[config.mk]
export PLATFORM = sky130hd
export DESIGN_NAME = reorder_buffer
export DESIGN_NICKNAME = d
export VERILOG_FILES = /design/src/rtl/core_cfg_pkg.sv /design/src/rtl/core_types_pkg.sv /design/src/rtl/reorder_buffer.sv
export SDC_FILE = /design/constraint.sdc
export NUM_CORES = 1
export LEC_CHECK = 0
export ABC_AREA = 1
export BUFFER_PORTS_ARGS = -buffer_cell sky130_fd_sc_hd__buf_2
export CORE_UTILIZATION = 35
export CTS_CLUSTER_DIAMETER = 30
export DETAILED_ROUTE_END_ITERATION = 7
export SLEW_MARGIN = 30
export SYNTH_ARGS = -nofsm -noshare
export SYNTH_HDL_FRONTEND = slang
export SYNTH_SLANG_ARGS = --single-unit
[constraint.sdc]
create_clock -name clk -period 3.5 [get_ports clk]
set_input_delay 0.7 -clock clk [delete_from_list [all_inputs] [get_ports clk]]
set_output_delay 0.7 -clock clk [all_outputs]
set_load 0.02 [all_outputs]
[src/rtl/core_cfg_pkg.sv]
// back end sizing constants
package core_cfg_pkg;

    ////////////////////////////////////////////////////////////
    // datapath and register spaces
    ////////////////////////////////////////////////////////////
    localparam int XLEN       = 32;
    localparam int AREG_NUM   = 32;                   // rv32 integer regs
    localparam int AREG_LEN   = 5;
    localparam int PREG_NUM   = 48;
    localparam int PREG_LEN   = 6;
    localparam int FREE_NUM   = PREG_NUM - AREG_NUM;  // pregs not mapped at reset
    localparam int FREE_LEN   = 4;

    ////////////////////////////////////////////////////////////
    // queue depths and latencies
    ////////////////////////////////////////////////////////////
    localparam int ROB_SIZE   = 8;
    localparam int ROB_LEN    = 3;
    localparam int RS_SIZE    = 4;                    // per station
    localparam int MUL_STAGES = 3;                    // issue to cdb

    localparam int ZERO_REG   = 0;                    // x0, also its fixed preg

endpackage

[src/rtl/core_types_pkg.sv]
// back end packet types
package core_types_pkg;

    typedef logic [core_cfg_pkg::XLEN-1:0]     word_t;
    typedef logic [core_cfg_pkg::AREG_LEN-1:0] areg_t;
    typedef logic [core_cfg_pkg::PREG_LEN-1:0] preg_t;
    typedef logic [core_cfg_pkg::ROB_LEN-1:0]  rob_idx_t;

    typedef enum logic {FU_ALU, FU_MUL} fu_kind_t;

    typedef enum logic [2:0] {
        ALU_ADD, ALU_SUB, ALU_AND, ALU_OR,
        ALU_XOR, ALU_SLL, ALU_SRL, ALU_SLT
    } alu_func_t;

    typedef enum logic [1:0] {MUL_MUL, MUL_MULH, MUL_MULHU} mul_func_t;

    // decoded instruction from the front end
    typedef struct packed {
        logic      valid;
        fu_kind_t  fu_kind;
        alu_func_t alu_func;
        mul_func_t mul_func;
        areg_t     rs1;
        areg_t     rs2;
        logic      use_imm;
        word_t     imm;       // already sign extended
        areg_t     rd;
    } dispatch_pkt_t;

    typedef struct packed {
        logic  ready;
        preg_t tag;           // producer preg while not ready
        word_t value;
    } operand_t;

    typedef struct packed {
        alu_func_t alu_func;
        operand_t  opa;
        operand_t  opb;
        preg_t     dest;
        rob_idx_t  rob;
    } alu_payload_t;

    typedef struct packed {
        mul_func_t mul_func;
        operand_t  opa;
        operand_t  opb;
        preg_t     dest;
        rob_idx_t  rob;
    } mul_payload_t;

    typedef struct packed {
        logic     valid;
        preg_t    dest;
        rob_idx_t rob;
        word_t    value;
    } cdb_pkt_t;

    typedef struct packed {
        logic  valid;
        areg_t rd;
        word_t value;
    } commit_pkt_t;

endpackage

[src/rtl/reorder_buffer.sv]
// reorder buffer with in-order commit
`timescale 1ns/1ns

module reorder_buffer (
    input  logic                        clk,
    input  logic                        rst_n,
    input  logic                        alloc_valid,
    input  core_types_pkg::areg_t       alloc_rd,
    input  core_types_pkg::preg_t       alloc_old_preg,
    input  core_types_pkg::cdb_pkt_t    cdb,
    output core_types_pkg::rob_idx_t    tail,
    output logic                        full,
    output core_types_pkg::commit_pkt_t commit,
    output logic                        release_valid,
    output core_types_pkg::preg_t       release_preg
);
    import core_cfg_pkg::*;
    import core_types_pkg::*;

    typedef struct packed {
        logic  done;
        areg_t rd;
        preg_t old_preg;   // mapping overwritten by this instruction
        word_t value;
    } rob_entry_t;

    rob_entry_t          entry_q [ROB_SIZE];
    logic [ROB_SIZE-1:0] busy_q;
    rob_idx_t            head;
    logic [ROB_LEN:0]    count;
    logic                do_commit;
    logic                head_has_rd;

    assign full        = (count == ROB_SIZE);
    assign do_commit   = busy_q[head] && entry_q[head].done;
    assign head_has_rd = entry_q[head].rd != areg_t'(ZERO_REG);

    always_ff @(posedge clk) begin
        if (!rst_n) begin
            head          <= '0;
            tail          <= '0;
            count         <= '0;
            busy_q        <= '0;
            commit        <= '0;
            release_valid <= 1'b0;
        end else begin
            if (alloc_valid) begin
                busy_q[tail] <= 1'b1;
                tail         <= tail + 1'b1;
            end
            if (do_commit) begin
                busy_q[head] <= 1'b0;
                head         <= head + 1'b1;
            end
            count         <= count + alloc_valid - do_commit;
            commit.valid  <= do_commit;
            release_valid <= do_commit && head_has_rd;  // x0 held no free preg
        end
        commit.rd    <= entry_q[head].rd;
        commit.value <= head_has_rd ? entry_q[head].value : '0;
        release_preg <= entry_q[head].old_preg;
    end

    // entry payload, completion from the cdb
    always_ff @(posedge clk) begin
        if (cdb.valid) begin
            entry_q[cdb.rob].done  <= 1'b1;
            entry_q[cdb.rob].value <= cdb.value;
        end
        if (alloc_valid) begin
            entry_q[tail] <= '{done: 1'b0, rd: alloc_rd, old_preg: alloc_old_preg, value: '0};
        end
    end

    // each issued instruction broadcasts once to a live entry
    a_cdb_live_slot: assert property (@(posedge clk) disable iff (!rst_n)
        cdb.valid |-> busy_q[cdb.rob] && !entry_q[cdb.rob].done)
        else $error("cdb broadcast to empty rob slot");

endmodule

==> results of run 1 <==
==> flip-flops by register name (all words and copies together) (netlist names), named ones only <==
signal,flops
entry_q,352
commit,38
busy_q,8
release_preg,6
count,4
head,3
tail,3
release_valid,1
==> worst reg2reg max path, delay by kind of cell, from the launching register on <==
family        cells  cell delay, ps
flops             1             550
xor+xnor          1             160
fa+ha+maj         3             880
simple gates      7             680
buf+inv           4             300
==> final timing paths <==
check            startpoint              to
max                 head[0]        count[2]
min             alloc_rd[0]  entry_q[5][38]
max reg2reg         head[0]        count[2]
min reg2reg  entry_q[7][20]  entry_q[7][20]
==> routing by layer <==
metal / share of wire [%] / vias up
met5: 0 / -
met4: 3.4 / 0
met3: 5.8 / 123
met2: 48 / 475
met1: 43 / 7167
li1: - / 7380
==> power by group through the flow <==
| stage | sequential [uW] | clock (uW) | combinational (uW) |
|---|---|---|---|
| floorplan | 6210 | 0 | 1420 |
| global placement | 6130 | 0 | 1990 |
| detailed placement | 6150 | 0 | 2060 |
| CTS | 6080 | 8410 | 2070 |
| global route | 6170 | 8670 | 2360 |
| finish | 6080 | 8290 | 2070 |
==> cell usage in the layout, fill, tap and decap left out, drive strengths merged <==
cell,count
inv,223
nor2,491
bufinv,8
nand4,4
diode,1
ha,7
o21ai,454
nand2,207
xor2,1
clkinv,18
clkbuf,123
dfxtp,330
fa,1
nand3,29
clkinvlp,8
xnor2,1
o22ai,44
a21oi,182
buf,136
edfxtp,88
==> logic make-up (layout without fill, tap and decap cells) <==
kind of cell / count (synthesis) / in the layout / share of synthesized area [%]
other: 0 / 1 / 0
flip-flops: 418 / 418 / 53.4
AND/OR/NAND/NOR: 731 / 731 / 16.3
AO/OA/AOI/OAI: 680 / 680 / 20.0
adder cells (fa/ha/maj): 8 / 8 / 0.621
XOR/XNOR: 2 / 2 / 0.101
buffers and inverters: 399 / 516 / 9.61
==> per-stage QoR <==
step                instances  util (%)  setup WS [ps]  power [uW]  cell area [sq um]
CTS                      3019      43.4            796       16600              21200
finish                   3020      43.4            794       16400              21200
global route             3020      43.4            576       17200              21200
global placement         2856      37.2            855        8120              18200
detailed placement       2856      37.2            806        8210              18200
floorplan                2238         -           1160        7630              17300
==> area by class of cell <==
cell class / instances / area [sq um] / area share (%)
antenna: 1 / 2.50 / 0.0118
clock buffer: 123 / 2540 / 12.0
clock inverter: 40 / 483 / 2.28
inverter: 217 / 816 / 3.85
multi-input combinational: 1421 / 6430 / 30.3
sequential: 418 / 9260 / 43.7
tap: 664 / 831 / 3.92
timing repair buffer: 136 / 830 / 3.92
==> implementation parameters, run 1 <==
Parameter                              Value

Job
  Max-cap check violation count ... 0

Synth
  Most area-consuming cells after synthesis ... sky130_fd_sc_hd__dfxtp_1 (38%), sky130_fd_sc_hd__edfxtp_1 (15%), sky130_fd_sc_hd__o21ai_0 (12%), sky130_fd_sc_hd__nor2_1 (11%), sky130_fd_sc_hd__a21oi_1 (5.3%)
  Register bit total from synthesis ... 418
  Netlist Area Pre-Place ... 17300 sq um
  Top cells by count, synth ... sky130_fd_sc_hd__nor2_1 (489), sky130_fd_sc_hd__o21ai_0 (402), sky130_fd_sc_hd__dfxtp_1 (330)
  Post-synth net total ... 2302
  EDFF count, synth ... 88
  Sequential element share of the synthesized area ... 53.4%
  Count leader, synth ... sky130_fd_sc_hd__nor2_1
  Leading area contributor after synthesis ... sky130_fd_sc_hd__dfxtp_1
  Average instance area after synthesis ... 7.74 sq um
  Unique masters post-synth ... 28
  Fraction of post-synthesis cell area in the top cell type by area ... 38.1%
  Top FF cell, synth ... sky130_fd_sc_hd__dfxtp_1
  Fraction of synthesis flops using an asynchronous set or reset pin ... 0%
  Number of warnings issued by yosys ... 0
  Mapped Cells ... 2238

Clock network
  Source-to-sink clock delay at the later pin of the worst-skew pair ... 610 ps
  Sink Count ... 418
  Clock tree from TritonCTS ... built
  CTS Buffer Depth ... 3
  Number of buffers inserted for hold repair after clock tree synthesis ... 0
  Number of CTS-inserted buffers ... 89
  Setup Buffers After CTS ... 0
  Cell at the root of the clock tree ... sky130_fd_sc_hd__clkbuf_16
  H-tree depth ... 3
  Post-CTS resize count ... 0
  Clock slew at the register clock pins of the worst setup and hold paths ... 50 ps

Floorplan
  Chip height ... 225 um
  Placeable core region ... 48800 sq um
  Die area ... 50400 sq um
  Number of placed I/O pins ... 105
  Number of rows created at floorplan ... 81
  Floorplan die width ... 225 um
  Initial Utilization ... 35.5%

Timing
  Setup repair after global routing missed its margin ... no
  Max Clock Freq ... 370 MHz
  Number of max-slew violations in the final report ... 0
  Number of hold violations in the final report ... 0
  Tmin final ... 2710 ps
  Final-layout setup total negative slack ... 0 ps
  Max-Slew Margin vs Limit ... 38.3%
  Skew final ... 17.1 ps
  Setup violations, final ... 0
  Transition time at the pin with the least slew margin ... 925 ps
  Worst hold margin ... 361 ps
  Period utilisation layout ... 77.3%

Min path
  Hold Path Stages ... 1
  Type of the most critical hold path ... primary input to flop

Critical path
  Type of the setup path with the least slack ... flop to flop
  Critical path peak fanout ... 11
  Largest stage delay on the critical path ... 550 ps
  Required @ worst endpoint ... 3960 ps
  Logic depth of the worst setup path including buffers ... 15
  Cell with the most instances on the worst path ... sky130_fd_sc_hd__nand2_1
  Cell with the largest stage delay on the worst path ... sky130_fd_sc_hd__dfxtp_1
  CP Launch Type ... flop
  Endpoint kind of the worst setup timing path ... flop
  Buffer and inverter count on the worst path ... 4
  WP data arrival ... 3170 ps
  Logic depth of the worst register-to-register path ... 15
  Slack of the worst reg-to-reg path ... 790 ps
  Cell family contributing the most delay on the critical path ... adder cells
  Series of cell instances along the critical path ... inv_2 -> nand2_1 -> nand2_1 -> nand2_1 -> nand2_1 -> inv_1 -> nand2_1 -> nand2_4 -> inv_1 -> ha_1 -> inv_1 -> ha_1 -> fa_1 -> xnor2_1 -> nor2_1

Cells and area
  Number of filler cells placed in the layout ... 4789
  Share of cells above drive strength 1 ... 12.8%
  Area growth from synthesis to layout ... 22.2%
  Final-stage net count ... 2347

Drt
  Iteration count of the initial detailed-routing pass ... 5
  Routed vias/inst ... 5.01
  Number of vias after detailed routing ... 15100
  Post-detailed-route wirelength per cell ... 16.7 um
  Initial detailed-routing violation count ... 1147
  Number of routed nets with antenna violations ... 0
  Total Routed Length ... 50.5 mm
  Number of remaining DRC errors ... 0

Pwr
  Max IR drop VDD ... 0.354 mV
  Psw ... 4310 uW
  Power density over the cells ... 776 nW/um^2
  Switching share of power ... 26.2%
  Sequential share of power ... 37.0%
  Combinational share of power ... 12.6%
  Leakage power summed over all cells ... 0.00934 uW
  Clock network fraction of design power ... 50.4%
  Internal power consumption ... 12100 uW

Global route
  Antenna violations before repair ... 1
  Via count of the first global-routing pass ... 14800
  Aggregate global routing overflow ... 0
  Routing usage on met1 ... 24.3%
  Met3 demand-to-capacity share in global routing ... 3.85%
  Wire length of the first global-routing pass ... 80.0 mm
  Most Crowded Layer GR ... met2
  All-layer global routing usage ... 20.2%
  Met2 capacity usage during global routing ... 34.4%
  Largest net degree at the start of global routing ... 145

Placed design
  Sum of net half-perimeters after detailed placement ... 26.5 mm
  Quantity of I/O buffers inserted on ports ... 98
  Final estimated routing congestion in global placement ... 0.794

Status
  Outcome ... completed
Power figures use the tool's default switching activity.
==> run 2, diff against run 1 <==
Settings changed: ABC_AREA 1 to 0.
Clock period 3.5 ns to 2.65 ns, I/O delays scaled along.
==> run 2 against run 1 <==
  * Critical path type unchanged
  * Sequential power rose by 27%
  * Count of clock-buffer cells in the layout decreased by 25
  * Final cell count is 21% lower
  * Final area fell by 1.6%
  * Clock power is 39% higher
  * Wire length fell by 9.5%
  * Sequential share of layout area rose by 0.70 points
  * Global-route usage is 0.44 points lower
  * Critical endpoint unchanged
  * Clock skew increased by 2.8 ps
==> implementation parameters, run 2 <==
Parameter                              Value

Critical path
  Worst r2r dst ... count[2]
  Endpoint kind of the worst setup timing path ... flop
  Slack of the worst reg-to-reg path ... 120 ps
  Crit Reg-Reg Startpoint ... head[0]
  Required @ worst endpoint ... 3120 ps
  WP data arrival ... 3000 ps
  Critical path peak fanout ... 4
  CP Launch Type ... flop
  Logic depth of the worst register-to-register path ... 9
  Type of the setup path with the least slack ... flop to flop

Synth
  Register bit total from synthesis ... 418
  Sequential element share of the synthesized area ... 56.2%
  Count leader, synth ... sky130_fd_sc_hd__nand2_1
  Top FF cell, synth ... sky130_fd_sc_hd__dfxtp_1
  Fraction of post-synthesis cell area in the top cell type by area ... 40.1%
  Mapped Cells ... 1614
  EDFF count, synth ... 88
  Fraction of synthesis flops using an asynchronous set or reset pin ... 0%
  Number of warnings issued by yosys ... 0
  Post-synth net total ... 1678
  Leading area contributor after synthesis ... sky130_fd_sc_hd__dfxtp_1
  Unique masters post-synth ... 35
  Top cells by count, synth ... sky130_fd_sc_hd__nand2_1 (520), sky130_fd_sc_hd__dfxtp_1 (330), sky130_fd_sc_hd__a21oi_1 (261)
  Average instance area after synthesis ... 10.2 sq um
  Most area-consuming cells after synthesis ... sky130_fd_sc_hd__dfxtp_1 (40%), sky130_fd_sc_hd__edfxtp_1 (16%), sky130_fd_sc_hd__mux4_2 (12%), sky130_fd_sc_hd__nand2_1 (12%), sky130_fd_sc_hd__a21oi_1 (7.9%)
  Netlist Area Pre-Place ... 16500 sq um

Pwr
  Max IR drop VDD ... 0.617 mV
  Power density over the cells ... 1000 nW/um^2
  Leakage power summed over all cells ... 0.00783 uW

Drt
  Routed vias/inst ... 5.11
  Total Routed Length ... 45.7 mm
  Initial detailed-routing violation count ... 795
  Post-detailed-route wirelength per cell ... 19.2 um
  Number of vias after detailed routing ... 12200
  Iteration count of the initial detailed-routing pass ... 5
  Number of remaining DRC errors ... 0
  Number of routed nets with antenna violations ... 0

Global route
  Largest net degree at the start of global routing ... 65
  Wire length of the first global-routing pass ... 72.8 mm
  All-layer global routing usage ... 19.8%
  Aggregate global routing overflow ... 0
  Via count of the first global-routing pass ... 12900
  Antenna violations before repair ... 4

Cells and area
  Area growth from synthesis to layout ... 26.6%
  Final-stage net count ... 1768
  Commonest non-fill, non-tap cell in the layout ... sky130_fd_sc_hd__nand2_1
  Share of cells above drive strength 1 ... 25.6%
  Top reg by flops ... entry_q
  Top Registers ... entry_q x352, commit x38, busy_q x8
  Leading cell types in the layout, fill and taps excluded ... sky130_fd_sc_hd__nand2_1 (520), sky130_fd_sc_hd__dfxtp_1 (327), sky130_fd_sc_hd__a21oi_1 (261)
  Max reg flops ... 352

Placed design
  Sum of net half-perimeters after detailed placement ... 25.1 mm
  Final estimated routing congestion in global placement ... 0.740
  Quantity of I/O buffers inserted on ports ... 98

Timing
  Number of hold violations in the final report ... 0
  Number of max-slew violations in the final report ... 0
  Period utilisation layout ... 95.4%
  Final-layout setup total negative slack ... 0 ps
  Tmin final ... 2530 ps
  Max-Slew Margin vs Limit ... 46.6%
  Worst hold margin ... 205 ps
  Setup violations, final ... 0
  Max Clock Freq ... 396 MHz
  Transition time at the pin with the least slew margin ... 802 ps
  Setup repair after global routing missed its margin ... no
  Skew final ... 19.9 ps

Floorplan
  Placeable core region ... 46500 sq um
  Chip height ... 219 um
  Initial Utilization ... 35.4%
  Number of placed I/O pins ... 105
  Die area ... 47900 sq um
  Floorplan die width ... 219 um
  Number of rows created at floorplan ... 79

Clock network
  Number of buffers inserted for hold repair after clock tree synthesis ... 0
  Setup Buffers After CTS ... 0
  Sink Count ... 418
  Clock tree from TritonCTS ... built
  CTS Buffer Depth ... 3
  Source-to-sink clock delay at the later pin of the worst-skew pair ... 600 ps
  Cell at the root of the clock tree ... sky130_fd_sc_hd__clkbuf_16
  H-tree depth ... 3
  Clock slew at the register clock pins of the worst setup and hold paths ... 50 ps
  Number of CTS-inserted buffers ... 85
  Post-CTS resize count ... 0

Min path
  Type of the most critical hold path ... primary input to flop
  Hold Path Stages ... 1
  Start point of the worst hold path ... alloc_rd[4]
  Worst hold path endpoint ... entry_q[2][42]

Job
  Max-cap check violation count ... 0

Status
  Outcome ... completed
-- run 2: logic make-up after synthesis --
family,synth area share (%)
flops,56.2
simple gates,15.0
fa+ha+maj,0.654
xor+xnor,0.213
buf+inv,3.83
mux,15.3
compound gates,8.84
-- run 2: power by group --
part / total (uW) / switching (uW) / internal [uW]
logic: 1710 / 900 / 811
clock network: 11500 / 3680 / 7790
registers: 7720 / 373 / 7350
-- run 2: final cells by class --
type	instances	area, sq um
clock inverter	62	852
clock buffer	98	2310
inverter	7	26.3
multi-input combinational	1050	6680
timing repair buffer	142	962
antenna	2	5.00
tap	607	759
fill	4289	25600
sequential	418	9260
-- run 2: worst max path at each step --
stage / start / end / cells after the start
3_3_place_gp: head[0] / count[2] / 9
5_1_grt: flop / count[2] / 9
4_1_cts: head[0] / count[2] / 9
6_report: head[0] / count[2] / 9
3_5_place_dp: head[0] / count[2] / 9
2_1_floorplan: head[0] / count[2] / 10
-- run 2: critical path, cell delays in order (launching register included) --
cell and delay [ps]:
sky130_fd_sc_hd__dfxtp_1 410, sky130_fd_sc_hd__mux4_2 550, sky130_fd_sc_hd__mux2i_1 230, sky130_fd_sc_hd__nor2_2 70
sky130_fd_sc_hd__ha_1 270, sky130_fd_sc_hd__inv_1 40, sky130_fd_sc_hd__ha_1 200, sky130_fd_sc_hd__fa_1 420
sky130_fd_sc_hd__xnor2_1 160, sky130_fd_sc_hd__nor2_1 50
-- run 2: layer usage --
metal  GRT usage [%]  vias to the layer above  share of wire, %
met3            4.35                       96               6.8
met1            23.4                     5995                40
li1                -                     5731                 -
met4            8.52                        2               2.6
met5               0                        -             0.028
met2            34.3                      376                50
-- run 2: per-stage QoR --
stage                     util [%]  instance area, sq um  cells  setup WS (ps)  power [uW]
after CTS                     44.9                 20800   2384            116       21100
after global placement        38.1                 17700   2224            147        9440
after floorplan                  -                 16500   1614           5.57        9030
after detailed placement      38.1                 17700   2224            124        9550
final                         44.9                 20900   2386            122       20900
after global routing          44.9                 20800   2385           1.88       21700
==> run 3, diff against run 2 <==
Settings changed: ABC_AREA 0 to 1, CTS_BUF_LIST from default to sky130_fd_sc_hd__clkbuf_2 sky130_fd_sc_hd__clkbuf_4 sky130_fd_sc_hd__clkbuf_8.
==> run 3 against run 2 <==
  * Count of clock-buffer cells in the layout increased by 18
  * Sequential cell count stayed put
  * Global-route usage barely moved
  * Final cell count is 28% higher
  * Maximum frequency is 7.6% higher
  * Highest routed layer is now met4
  * Register-to-register slack better by 180 ps
  * Total power fell by 10%
  * Critical endpoint unchanged
  * Clock skew is 16 ps higher
  * Combinational power up 63%
==> implementation parameters, run 3 (synthesis gave the netlist of run 1 again) <==
Parameter                              Value

Job
  Max-cap check violation count ... 0

Timing
  Number of max-slew violations in the final report ... 0
  Setup repair after global routing missed its margin ... no
  Transition time at the pin with the least slew margin ... 921 ps
  Max-Slew Margin vs Limit ... 38.6%
  Period utilisation layout ... 88.6%
  Setup violations, final ... 0
  Tmin final ... 2350 ps
  Max Clock Freq ... 426 MHz
  Final-layout setup total negative slack ... 0 ps
  Number of hold violations in the final report ... 0
  Skew final ... 35.5 ps

Cells and area
  Number of filler cells placed in the layout ... 4970
  Commonest non-fill, non-tap cell in the layout ... sky130_fd_sc_hd__nor2_1
  Total area of multi-input combinational cells ... 6430 sq um
  Top reg by flops ... entry_q
  Combined flip-flop and latch cell area ... 9260 sq um
  Max reg flops ... 352
  Final-stage net count ... 2365
  Leading cell types in the layout, fill and taps excluded ... sky130_fd_sc_hd__nor2_1 (484), sky130_fd_sc_hd__o21ai_0 (402), sky130_fd_sc_hd__dfxtp_1 (327)
  Final cell count without fillers ... 3046
  Top Registers ... entry_q x352, commit x38, busy_q x8
  Share of cells above drive strength 1 ... 14.1%
  Area growth from synthesis to layout ... 18.1%

Placed design
  Quantity of I/O buffers inserted on ports ... 98
  Cell count after placement ... 2868
  Sum of net half-perimeters after detailed placement ... 27.2 mm
  Final estimated routing congestion in global placement ... 0.790

Clock network
  Source-to-sink clock delay at the later pin of the worst-skew pair ... 690 ps
  Cell at the root of the clock tree ... sky130_fd_sc_hd__clkbuf_8
  Setup Buffers After CTS ... 0
  Number of buffers inserted for hold repair after clock tree synthesis ... 0
  Clock slew at the register clock pins of the worst setup and hold paths ... 60 ps
  Post-CTS resize count ... 0
  Number of CTS-inserted buffers ... 95
  Sink Count ... 418
  H-tree depth ... 3
  Clock tree from TritonCTS ... built
  CTS Buffer Depth ... 3

Global route
  Aggregate global routing overflow ... 0
  Antenna violations before repair ... 4
  Largest net degree at the start of global routing ... 163
  All-layer global routing usage ... 19.8%
  Wire length of the first global-routing pass ... 78.3 mm
  Via count of the first global-routing pass ... 14600

Pwr
  Leakage power summed over all cells ... 0.00906 uW
  Internal power consumption ... 13400 uW
  Switching share of power ... 28.4%
  Combinational share of power ... 14.8%
  Power density over the cells ... 917 nW/um^2
  Sequential share of power ... 42.6%
  Psw ... 5320 uW
  Max IR drop VDD ... 0.403 mV
  Clock network fraction of design power ... 42.6%

Drt
  Highest metal layer with signal wires ... met4
  Total Routed Length ... 49.8 mm
  Iteration count of the initial detailed-routing pass ... 6
  Detail Route met3 WL ... 2.96 mm
  Length of routed met2 wiring ... 24.3 mm
  Number of remaining DRC errors ... 0
  Number of routed nets with antenna violations ... 0
  Initial detailed-routing violation count ... 1291
  Post-detailed-route wirelength per cell ... 16.3 um
  Number of vias after detailed routing ... 15100
  Wl on met1 ... 21.1 mm
  Routed vias/inst ... 4.95

Floorplan
  Number of placed I/O pins ... 105
  Die area ... 50400 sq um
  Initial Utilization ... 35.5%
  Chip height ... 225 um
  Number of rows created at floorplan ... 81
  Floorplan die width ... 225 um
  Placeable core region ... 48800 sq um

Critical path
  Cell with the largest stage delay on the worst path ... sky130_fd_sc_hd__fa_1
  Critical path peak fanout ... 10
  Endpoint kind of the worst setup timing path ... flop
  CP Launch Type ... flop
  Buffer and inverter count on the worst path ... 4
  Required @ worst endpoint ... 3180 ps
  Type of the setup path with the least slack ... flop to flop
  WP data arrival ... 2880 ps
  Largest stage delay on the critical path ... 410 ps
  Series of cell instances along the critical path ... buf_4 -> nand2_1 -> nand3_1 -> nand2_1 -> inv_1 -> nand2_1 -> nand2_4 -> inv_1 -> ha_1 -> inv_1 -> ha_1 -> fa_1 -> xnor2_1 -> nor2_1
  Cell family contributing the most delay on the critical path ... adder cells

Status
  Outcome ... completed

Min path
  Type of the most critical hold path ... primary input to flop
## run 3: power by group through the flow
stage,combinational (uW),clock [uW],sequential (uW)
3_5_place_dp,2760,0,8100
5_1_grt,3190,8490,8100
6_report,2780,7990,7980
4_1_cts,2780,8160,7980
2_1_floorplan,1870,0,8210
3_3_place_gp,2690,0,8070
## run 3: final timing paths
| check | endpoint | startpoint | cells past startpoint | slack, ps |
|---|---|---|---|---|
| worst min-delay path | entry_q[6][38] | alloc_rd[0] | 1 | 120 |
| worst min register to register | entry_q[7][20] | entry_q[7][20] | 2 | 440 |
| worst max register to register | count[2] | head[0] | 14 | 300 |
| worst max-delay path | count[2] | head[0] | 14 | 300 |
## run 3: worst register-to-register path: stages (launching register included)
cell	delay (ps)
sky130_fd_sc_hd__dfxtp_1	390
sky130_fd_sc_hd__buf_4	190
sky130_fd_sc_hd__nand2_1	70
sky130_fd_sc_hd__nand3_1	80
sky130_fd_sc_hd__nand2_1	50
sky130_fd_sc_hd__inv_1	40
sky130_fd_sc_hd__nand2_1	90
sky130_fd_sc_hd__nand2_4	150
sky130_fd_sc_hd__inv_1	60
sky130_fd_sc_hd__ha_1	260
sky130_fd_sc_hd__inv_1	30
sky130_fd_sc_hd__ha_1	200
sky130_fd_sc_hd__fa_1	410
sky130_fd_sc_hd__xnor2_1	160
sky130_fd_sc_hd__nor2_1	50
## run 3: final cells by class
| class | instances | share of cell area (%) |
|---|---|---|
| antenna | 3 | 0.0367 |
| clock buffer | 116 | 7.50 |
| clock inverter | 59 | 2.96 |
| inverter | 217 | 3.99 |
| multi-input combinational | 1421 | 31.4 |
| sequential | 418 | 45.3 |
| tap | 664 | 4.06 |
| timing repair buffer | 148 | 4.78 |
## run 3: per-layer routing
| layer | GRT usage, % | vias to the layer above |
|---|---|---|
| li1 | - | 7417 |
| met1 | 23.7 | 7041 |
| met2 | 34.0 | 486 |
| met3 | 3.68 | 119 |
| met4 | 9.57 | 0 |
| met5 | 0 | - |
## run 3: per-stage QoR
| step | area [sq um] | power [uW] | hold slack (ps) | setup slack [ps] | utilization [%] |
|---|---|---|---|---|---|
| after CTS | 20400 | 18900 | 62.6 | 290 | 41.9 |
| after global routing | 20500 | 19800 | 101 | 105 | 41.9 |
| after detailed placement | 18300 | 10900 | 437 | 303 | 37.5 |
| after global placement | 18300 | 10800 | 433 | 300 | 37.5 |
| final | 20500 | 18700 | 121 | 301 | 41.9 |
| after floorplan | 17300 | 10100 | 426 | 306 | - |
